**src/opb_pkg.sv**
```systemverilog
`default_nettype none

package opb_pkg;

  // Bus geometry. OPB numbers bits big-endian, so bit 0 is the MSB.
  localparam int DATA_W = 32;
  localparam int BE_W   = DATA_W / 8;

  // Word offset inside one slave window.
  localparam int REG_INDEX_W = 3;

  // Application interrupt lines seen by the interrupt controller.
  localparam int IRQ_LINES = 16;

  // Master to slave. 71 bits.
  typedef struct packed {
    logic [0:DATA_W-1] abus;     // Address bus.
    logic [0:BE_W-1]   be;       // Byte enables, lane 0 is bits 0..7.
    logic [0:DATA_W-1] dbus;     // Write data.
    logic              rnw;      // Read not write.
    logic              select;   // Transfer in progress.
    logic              seq_addr; // Sequential address hint.
  } opb_req_t;

  // Slave to master. 36 bits.
  // All-zero while the slave does not acknowledge.
  typedef struct packed {
    logic [0:DATA_W-1] dbus;     // Read data.
    logic              xfer_ack; // Transfer acknowledge.
    logic              err_ack;  // Error acknowledge.
    logic              retry;    // Retry request.
    logic              tout_sup; // Timeout suppression.
  } opb_rsp_t;

  // One decoded register access from the bus front end. 41 bits.
  typedef struct packed {
    logic                   valid;     // High in the acknowledge cycle.
    logic                   write;     // Write access.
    logic [REG_INDEX_W-1:0] reg_index; // Word offset in the window.
    logic [0:BE_W-1]        be;        // Byte enables.
    logic [0:DATA_W-1]      wdata;     // Write data.
  } reg_acc_t;

endpackage

`default_nettype wire

```
**src/irq_ctrl.sv**
```systemverilog
`default_nettype none

module irq_ctrl #(
  parameter logic [0:31] BASEADDR = 32'h0000_0100,
  parameter logic [0:31] HIGHADDR = 32'h0000_01FF
) (
  input  logic                           OPB_Clk,
  input  logic                           reset,
  input  opb_pkg::opb_req_t              req,
  output opb_pkg::opb_rsp_t              rsp,
  input  logic [opb_pkg::IRQ_LINES-1:0]  app_irq,
  output logic                           irq_n
);

  localparam int N   = opb_pkg::IRQ_LINES;
  localparam int LSB = opb_pkg::DATA_W - N; // First data bit used by the lines.

  opb_pkg::reg_acc_t          acc;
  logic [0:opb_pkg::DATA_W-1] rdata;
  logic [0:opb_pkg::DATA_W-1] be_mask;
  logic [0:opb_pkg::DATA_W-1] wmasked;

  logic [N-1:0] raw_q;      // Synchronized lines.
  logic [N-1:0] raw_d;      // One cycle older, for edge detection.
  logic [N-1:0] rise;
  logic [N-1:0] status;
  logic [N-1:0] enable;
  logic [N-1:0] pending;
  logic [N-1:0] lane_lines;
  logic [N-1:0] wr_lines;
  logic         wr_status;
  logic         wr_enable;

  opb_reg_port #(
    .BASEADDR (BASEADDR),
    .HIGHADDR (HIGHADDR)
  ) u_opb_reg_port (
    .OPB_Clk (OPB_Clk),
    .reset   (reset),
    .req     (req),
    .rsp     (rsp),
    .acc     (acc),
    .rdata   (rdata)
  );

  // Expand the byte enables to a bit mask.
  always_comb begin
    for (int i = 0; i < opb_pkg::BE_W; i++) begin
      be_mask[8*i +: 8] = {8{acc.be[i]}};
    end
  end

  assign wmasked    = acc.wdata & be_mask;
  assign lane_lines = be_mask[LSB:opb_pkg::DATA_W-1]; // Line 0 sits at bit 31.
  assign wr_lines   = wmasked[LSB:opb_pkg::DATA_W-1];

  assign wr_status = acc.valid && acc.write && (acc.reg_index == 3'd0);
  assign wr_enable = acc.valid && acc.write && (acc.reg_index == 3'd1);

  assign rise    = raw_q & ~raw_d;
  assign pending = status & enable;

  always_ff @(posedge OPB_Clk) begin
    if (reset) begin
      raw_q <= '0;
      raw_d <= '0;
    end else begin
      raw_q <= app_irq;
      raw_d <= raw_q;
    end
  end

  // Sticky status with write-one-to-clear. A fresh edge beats the clear.
  always_ff @(posedge OPB_Clk) begin
    if (reset) begin
      status <= '0;
    end else if (wr_status) begin
      status <= (status & ~wr_lines) | rise;
    end else begin
      status <= status | rise;
    end
  end

  always_ff @(posedge OPB_Clk) begin
    if (reset) begin
      enable <= '0;
    end else if (wr_enable) begin
      enable <= (enable & ~lane_lines) | wr_lines;
    end
  end

  always_ff @(posedge OPB_Clk) begin
    if (reset) begin
      irq_n <= 1'b1;
    end else begin
      irq_n <= ~|pending; // Active low.
    end
  end

  always_comb begin
    case (acc.reg_index)
      3'd0:    rdata = {{LSB{1'b0}}, status};
      3'd1:    rdata = {{LSB{1'b0}}, enable};
      3'd2:    rdata = {{LSB{1'b0}}, pending};
      3'd3:    rdata = {{LSB{1'b0}}, raw_q};
      default: rdata = '0;
    endcase
  end

endmodule

`default_nettype wire

```
**src/opb_reg_port.sv**
```systemverilog
`default_nettype none

module opb_reg_port #(
  parameter logic [0:31] BASEADDR = 32'h0000_0000,
  parameter logic [0:31] HIGHADDR = 32'h0000_00FF
) (
  input  logic                          OPB_Clk,
  input  logic                          reset,
  input  opb_pkg::opb_req_t             req,
  output opb_pkg::opb_rsp_t             rsp,
  output opb_pkg::reg_acc_t             acc,
  input  logic [0:opb_pkg::DATA_W-1]    rdata
);

  // Window size minus one. A single unsigned compare on the offset covers
  // both bounds, since addresses below the base wrap to large offsets.
  localparam logic [0:31] SPAN = HIGHADDR - BASEADDR;

  logic [0:31] offset;
  logic        hit;
  logic        xfer_ack;

  logic                            wr_q;
  logic [opb_pkg::REG_INDEX_W-1:0] idx_q;
  logic [0:opb_pkg::BE_W-1]        be_q;
  logic [0:opb_pkg::DATA_W-1]      wdata_q;

  assign offset = req.abus - BASEADDR;
  assign hit    = req.select && (offset <= SPAN);

  // One-cycle acknowledge, never two in a row.
  always_ff @(posedge OPB_Clk) begin
    if (reset) begin
      xfer_ack <= 1'b0;
    end else begin
      xfer_ack <= hit && !xfer_ack;
    end
  end

  // Access payload. The master holds its request until the acknowledge,
  // so sampling every cycle gives the right values in the ack cycle.
  always_ff @(posedge OPB_Clk) begin
    wr_q    <= !req.rnw;
    idx_q   <= offset[30-opb_pkg::REG_INDEX_W:29]; // Word offset.
    be_q    <= req.be;
    wdata_q <= req.dbus;
  end

  always_comb begin
    acc.valid     = xfer_ack;
    acc.write     = wr_q;
    acc.reg_index = idx_q;
    acc.be        = be_q;
    acc.wdata     = wdata_q;
  end

  always_comb begin
    rsp          = '0;
    rsp.xfer_ack = xfer_ack;
    if (xfer_ack && !wr_q) begin
      rsp.dbus = rdata; // Data only in the ack cycle of a read.
    end
  end

endmodule

`default_nettype wire

```
**src/opb_sys_top.sv**
```systemverilog
`default_nettype none

module opb_sys_top #(
  parameter logic [15:0] BOARD_ID     = 16'h0000,
  parameter logic [15:0] REV_MAJOR    = 16'h0000,
  parameter logic [15:0] REV_MINOR    = 16'h0000,
  parameter logic [15:0] REV_RCS      = 16'h0000,
  parameter logic        RCS_UPTODATE = 1'b0,
  parameter logic [0:31] SYS_BASEADDR = 32'h0000_0000,
  parameter logic [0:31] SYS_HIGHADDR = 32'h0000_00FF,
  parameter logic [0:31] IRQ_BASEADDR = 32'h0000_0100,
  parameter logic [0:31] IRQ_HIGHADDR = 32'h0000_01FF
) (
  input  logic                          OPB_Clk,
  input  logic                          reset,
  input  opb_pkg::opb_req_t             opb_req,
  output opb_pkg::opb_rsp_t             opb_rsp,
  output logic                          soft_reset,
  output logic                          irq_n,
  input  logic [opb_pkg::IRQ_LINES-1:0] app_irq
);

  opb_pkg::opb_rsp_t sys_rsp;
  opb_pkg::opb_rsp_t irq_rsp;

  sys_block #(
    .BASEADDR     (SYS_BASEADDR),
    .HIGHADDR     (SYS_HIGHADDR),
    .BOARD_ID     (BOARD_ID),
    .REV_MAJOR    (REV_MAJOR),
    .REV_MINOR    (REV_MINOR),
    .REV_RCS      (REV_RCS),
    .RCS_UPTODATE (RCS_UPTODATE)
  ) u_sys_block (
    .OPB_Clk    (OPB_Clk),
    .reset      (reset),
    .req        (opb_req),
    .rsp        (sys_rsp),
    .soft_reset (soft_reset)
  );

  irq_ctrl #(
    .BASEADDR (IRQ_BASEADDR),
    .HIGHADDR (IRQ_HIGHADDR)
  ) u_irq_ctrl (
    .OPB_Clk (OPB_Clk),
    .reset   (reset),
    .req     (opb_req),
    .rsp     (irq_rsp),
    .app_irq (app_irq),
    .irq_n   (irq_n)
  );

  // Idle slaves drive zero, so OR-ing the responses is the bus mux.
  assign opb_rsp.dbus     = sys_rsp.dbus     | irq_rsp.dbus;
  assign opb_rsp.xfer_ack = sys_rsp.xfer_ack | irq_rsp.xfer_ack;
  assign opb_rsp.err_ack  = sys_rsp.err_ack  | irq_rsp.err_ack;
  assign opb_rsp.retry    = sys_rsp.retry    | irq_rsp.retry;
  assign opb_rsp.tout_sup = sys_rsp.tout_sup | irq_rsp.tout_sup;

endmodule

`default_nettype wire

```
**src/sys_block.sv**
```systemverilog
`default_nettype none

module sys_block #(
  parameter logic [0:31] BASEADDR     = 32'h0000_0000,
  parameter logic [0:31] HIGHADDR     = 32'h0000_00FF,
  parameter logic [15:0] BOARD_ID     = 16'h0000,
  parameter logic [15:0] REV_MAJOR    = 16'h0000,
  parameter logic [15:0] REV_MINOR    = 16'h0000,
  parameter logic [15:0] REV_RCS      = 16'h0000,
  parameter logic        RCS_UPTODATE = 1'b0
) (
  input  logic              OPB_Clk,
  input  logic              reset,
  input  opb_pkg::opb_req_t req,
  output opb_pkg::opb_rsp_t rsp,
  output logic              soft_reset
);

  localparam logic [0:31] SCRATCH_INIT = 32'hB00B_EEE5;

  opb_pkg::reg_acc_t          acc;
  logic [0:opb_pkg::DATA_W-1] rdata;
  logic [0:opb_pkg::DATA_W-1] scratch;
  logic                       wr_scratch;

  opb_reg_port #(
    .BASEADDR (BASEADDR),
    .HIGHADDR (HIGHADDR)
  ) u_opb_reg_port (
    .OPB_Clk (OPB_Clk),
    .reset   (reset),
    .req     (req),
    .rsp     (rsp),
    .acc     (acc),
    .rdata   (rdata)
  );

  // Pulse lasts exactly the acknowledge cycle of the write.
  assign soft_reset = acc.valid && acc.write && (acc.reg_index == 3'd2) &&
                      acc.be[3] && acc.wdata[31];

  assign wr_scratch = acc.valid && acc.write && (acc.reg_index == 3'd3);

  always_ff @(posedge OPB_Clk) begin
    if (reset) begin
      scratch <= SCRATCH_INIT;
    end else if (wr_scratch) begin
      for (int i = 0; i < opb_pkg::BE_W; i++) begin
        if (acc.be[i]) begin
          scratch[8*i +: 8] <= acc.wdata[8*i +: 8]; // Lane 0 is bits 0..7.
        end
      end
    end
  end

  // Read mux, upper half first.
  always_comb begin
    rdata = '0;
    case (acc.reg_index)
      3'd0: begin
        rdata[0:15]  = BOARD_ID;
        rdata[16:31] = REV_MAJOR;
      end
      3'd1: begin
        rdata[0:15]  = REV_MINOR;
        rdata[16:31] = REV_RCS;
      end
      3'd2: begin
        rdata[15] = RCS_UPTODATE;
        rdata[31] = soft_reset;
      end
      3'd3: begin
        rdata = scratch;
      end
      default: begin
        rdata = '0; // Unused words read as zero.
      end
    endcase
  end

endmodule

`default_nettype wire

```
**config.mk**
```make
export PLATFORM = sky130hd
export DESIGN_NAME = opb_sys_top
export DESIGN_NICKNAME = d
export VERILOG_FILES = /design/src/opb_pkg.sv /design/src/irq_ctrl.sv /design/src/opb_reg_port.sv /design/src/opb_sys_top.sv /design/src/sys_block.sv
export SDC_FILE = /design/constraint.sdc
export NUM_CORES = 1
export LEC_CHECK = 0
export ABC_AREA = 1
export BUFFER_PORTS_ARGS = -buffer_cell sky130_fd_sc_hd__buf_4
export CORE_MARGIN = 1.5
export CORE_UTILIZATION = 40
export DETAILED_ROUTE_END_ITERATION = 6
export GPL_TIMING_DRIVEN = 0
export HOLD_SLACK_MARGIN = 0.1
export SLEW_MARGIN = 20
export SYNTH_ARGS = -nofsm -noshare
export SYNTH_HDL_FRONTEND = slang
export SYNTH_SLANG_ARGS = --single-unit
```
**constraint.sdc**
```tcl
create_clock -name OPB_Clk -period 2.1 [get_ports OPB_Clk]
set_clock_uncertainty 0.2 [all_clocks]
set_input_delay 0.315 -clock OPB_Clk [delete_from_list [all_inputs] [get_ports OPB_Clk]]
set_output_delay 0.315 -clock OPB_Clk [all_outputs]
set_load 0.02 [all_outputs]
```
==> summary.md <==
| Metric | Value |
|---|---|
| Result of the run | finished with violations |
| Violations in the final reports | setup timing |
| Path type of the worst setup path | reg -> out |
| Clock buffers created by TritonCTS | 17 |
| Clock Sink Count | 139 |
| I/O pin count | 127 |
| Clock root buffer | sky130_fd_sc_hd__clkbuf_16 |
| Pwr per Cell Area | 743 nW/um^2 |
| Worst voltage drop across the vdd grid | 573 uV |
| Routed wire length per instance | 14.5 um |
| Number of pins exceeding their max-slew limit in the final report | 0 |
| Die Ht | 120 um |
| Worst slew pin tran | 0.764 ns |
| Layout fillers | 1175 |
| Summed instance area of the synthesized netlist | 5450 um^2 |
| DRC marker count from the first detailed-route iteration | 361 |
| Required @ worst endpoint | 1.58 ns |
| Fin Setup TNS | -3.14 ns |
| Top-area cell type share of the netlist area | 51.0% |
| Wire length of the first global-routing pass | 26.3 mm |
| Count of endpoints failing setup in the final report | 32 |
| Hpwl dp | 11.2 mm |
| Largest area contributor in the synthesized netlist | sky130_fd_sc_hd__dfxtp_1 |
| Max-cap check violation count | 0 |
| CORE AREA | 13300 um^2 |
| Clock-pin slew reported for the worst setup and hold paths after clock tree synthesis | 0.06 ns |
| Initial antenna violation count | 0 |
| Tcrit/Tclk final | 109% |
| Yosys warning total | 0 |
| Overall power after layout | 6.34 mW |
| Count of vias placed by the detailed router | 5515 |
| Weighted congestion reported at the end of routability-driven placement | 0.870 |
| Mapped Cells | 741 |
| Crit path DAT | 1.77 ns |
| Endpoint type of the worst setup path | output pin |
| Drc violations | 0 |
| First-pass DRT Iterations | 5 |
| Least setup slack across all paths after layout | -0.189 ns |
| Area of the die | 14300 um^2 |
| Clock period minus final worst setup slack | 2.29 ns |
| Startpoint Class | register |
| Number of enable-type register cells in the synthesized netlist | 0 |
| Number of global-route vias before repair | 5346 |
| Total wirelength of the detailed-routed design | 16.7 mm |
| Leakage component of the power | 3.85 nW |
| Clock tree from TritonCTS | built |
| GRT Residual Overflow | 0 |
| Detail Route Antenna Nets | 0 |
| Biggest area contributors in the synthesized netlist | sky130_fd_sc_hd__dfxtp_1 51%, sky130_fd_sc_hd__nand2_1 14%, sky130_fd_sc_hd__nor2_1 7.6% |
| Synthesized area divided by synthesized cell count | 7.36 um^2 |
| Share of async-settable or async-resettable flops after synthesis | 0% |
| Effective utilization at floorplan | 41.0% |
| Global Route Usage Sum | 23.8% |
| Register area share after synthesis | 51.0% |
| Highest clock frequency the design can meet | 0.437 GHz |
| Pin count of the biggest net entering global routing | 17 |
| Port-buffer cells | 116 |
| Number of nets in the layout | 1055 |
| Flops & latches, synth | 139 |
| Hold Fails Final Rpt | 0 |
| Per-cell via count in the routed design | 4.77 |
| RSZ-0062 raised after global routing | yes |
| Area Growth Syn to Fin | 56.6% |
| Row Count | 42 |
| Clk Latency, worst-skew pair | 0.42 ns |
| CP Max Fanout | 5 |
| Total inserted antenna cells | 0 |
| Worst rel slew slack | 49.0% |
| Maximum number of buffers from clock root to sink | 2 |
| Most instantiated flip-flop cell in the synthesis netlist | sky130_fd_sc_hd__dfxtp_1 |
| Layout cells sized above 1 | 27.6% |
| Chip width | 120 um |
| Class of the worst hold path | in -> reg |
| CTS H-tree depth | 4 |
| Unique cell type count in the Yosys netlist | 28 |
## routing by layer
| metal | vias up | GRT usage, % | share of wire (%) |
|---|---|---|---|
| li1 | 2794 | - | - |
| met1 | 2532 | 29.9 | 44 |
| met2 | 169 | 39.0 | 49 |
| met3 | 20 | 5.89 | 5.8 |
| met4 | 0 | 10.3 | 1.4 |
| met5 | - | 0 | 0 |
## worst max-delay path, stage by stage, from the launching register on
cell and delay (ns):
sky130_fd_sc_hd__dfxtp_2 0.34, sky130_fd_sc_hd__inv_2 0.04, sky130_fd_sc_hd__nor2_4 0.15, sky130_fd_sc_hd__nand2_4 0.10, sky130_fd_sc_hd__inv_8 0.09, sky130_fd_sc_hd__buf_8 0.12
sky130_fd_sc_hd__buf_12 0.13, sky130_fd_sc_hd__nand2_4 0.05, sky130_fd_sc_hd__o2111ai_2 0.06, sky130_fd_sc_hd__nand2_1 0.07, sky130_fd_sc_hd__nand2_1 0.08, sky130_fd_sc_hd__buf_6 0.12
## cells by family after synthesis
kind of cell / after synthesis / synth area share (%)
simple gates: 395 / 30.4
flops: 139 / 51.0
buf+inv: 112 / 8.33
compound gates: 94 / 10.2
other cells: 1 / 0.0688
## synthesized netlist by cell type (5+ instances only)
cell type                   count
sky130_fd_sc_hd__a21oi_1       46
sky130_fd_sc_hd__buf_1          5
sky130_fd_sc_hd__buf_2          6
sky130_fd_sc_hd__buf_4          5
sky130_fd_sc_hd__clkbuf_1      11
sky130_fd_sc_hd__dfxtp_1      139
sky130_fd_sc_hd__inv_1         75
sky130_fd_sc_hd__inv_2          9
sky130_fd_sc_hd__nand2_1      206
sky130_fd_sc_hd__nand3_1       50
sky130_fd_sc_hd__nand4_1        6
sky130_fd_sc_hd__nor2_1       110
sky130_fd_sc_hd__nor2_2        10
sky130_fd_sc_hd__o2111ai_1     16
sky130_fd_sc_hd__o211ai_1       7
sky130_fd_sc_hd__o21ai_0       14
sky130_fd_sc_hd__o21ai_1        8
## where the power goes
group          leakage, nW  switching (mW)  internal, mW
logic                 2.42           0.229         0.281
clock network        0.287            1.16          1.87
registers             1.15          0.0663          2.73
## worst paths after layout
path	start	end	slack, ns	cells past startpoint
worst max-delay path	u_irq_ctrl.u_opb_reg_port.idx_q[1]	opb_rsp[9]	-0.19	11
worst min-delay path	opb_req[67]	u_irq_ctrl.u_opb_reg_port.xfer_ack	0.12	6
worst max register to register	u_irq_ctrl.u_opb_reg_port.idx_q[1]	u_sys_block.scratch[27]	0.14	12
worst min register to register	u_irq_ctrl.raw_d[0]	u_irq_ctrl.status[0]	0.24	1
## per-stage QoR
step           area (um^2)  setup WS (ns)  utilization [%]  hold slack (ns)  cells
2_1_floorplan         5460          0.322                -            0.143    743
3_3_place_gp          6550         -0.230             49.3            0.213   1035
3_5_place_dp          6550         -0.210             49.3            0.221   1035
4_1_cts               8300         -0.199             62.4            0.109   1150
5_1_grt               8530         -0.283             64.2            0.127   1155
6_report              8530         -0.189             64.2            0.122   1155
## final cells by class
class,instances,area [um^2],share of cell area (%)
multi-input cells,492,2500,29.3
repair buffers,204,1880,22.0
clock buffers,18,429,5.03
well taps,176,220,2.58
inverters,84,328,3.84
plain buffers,28,218,2.55
flip-flops and latches,139,2790,32.7
clock inverters,14,171,2.01
## layout by cell type, fill, tap and decap left out, types with 2 or more instances in the layout
cell,n
sky130_fd_sc_hd__a21oi_1,46
sky130_fd_sc_hd__buf_1,5
sky130_fd_sc_hd__buf_12,5
sky130_fd_sc_hd__buf_2,3
sky130_fd_sc_hd__buf_4,112
sky130_fd_sc_hd__buf_6,25
sky130_fd_sc_hd__buf_8,5
sky130_fd_sc_hd__bufinv_16,3
sky130_fd_sc_hd__clkbuf_1,7
sky130_fd_sc_hd__clkbuf_16,19
sky130_fd_sc_hd__clkbuf_4,2
sky130_fd_sc_hd__clkinv_2,3
sky130_fd_sc_hd__clkinv_4,4
sky130_fd_sc_hd__clkinvlp_4,3
sky130_fd_sc_hd__conb_1,3
sky130_fd_sc_hd__dfxtp_1,136
sky130_fd_sc_hd__dfxtp_2,2
sky130_fd_sc_hd__dlygate4sd3_1,66
sky130_fd_sc_hd__inv_1,72
sky130_fd_sc_hd__inv_2,10
sky130_fd_sc_hd__inv_6,2
sky130_fd_sc_hd__nand2_1,185
sky130_fd_sc_hd__nand2_2,15
sky130_fd_sc_hd__nand2_4,9
sky130_fd_sc_hd__nand3_1,49
sky130_fd_sc_hd__nand4_1,6
sky130_fd_sc_hd__nor2_1,99
sky130_fd_sc_hd__nor2_2,13
sky130_fd_sc_hd__nor2_4,12
sky130_fd_sc_hd__nor3_4,3
sky130_fd_sc_hd__o2111ai_1,3
sky130_fd_sc_hd__o2111ai_2,13
sky130_fd_sc_hd__o211ai_1,7
sky130_fd_sc_hd__o21ai_0,13
sky130_fd_sc_hd__o21ai_1,6
sky130_fd_sc_hd__o21ai_2,2
## what timing repair did
item,CTS,global route
buffers inserted,16,3
endpoints found under the hold margin,61,0
endpoints found under the setup margin,33,34
gates resized for setup,93,44
gates cloned,1,2
hold buffers,66,0
pin swaps,15,19
Note: power is estimated with default switching activity, not from simulation.
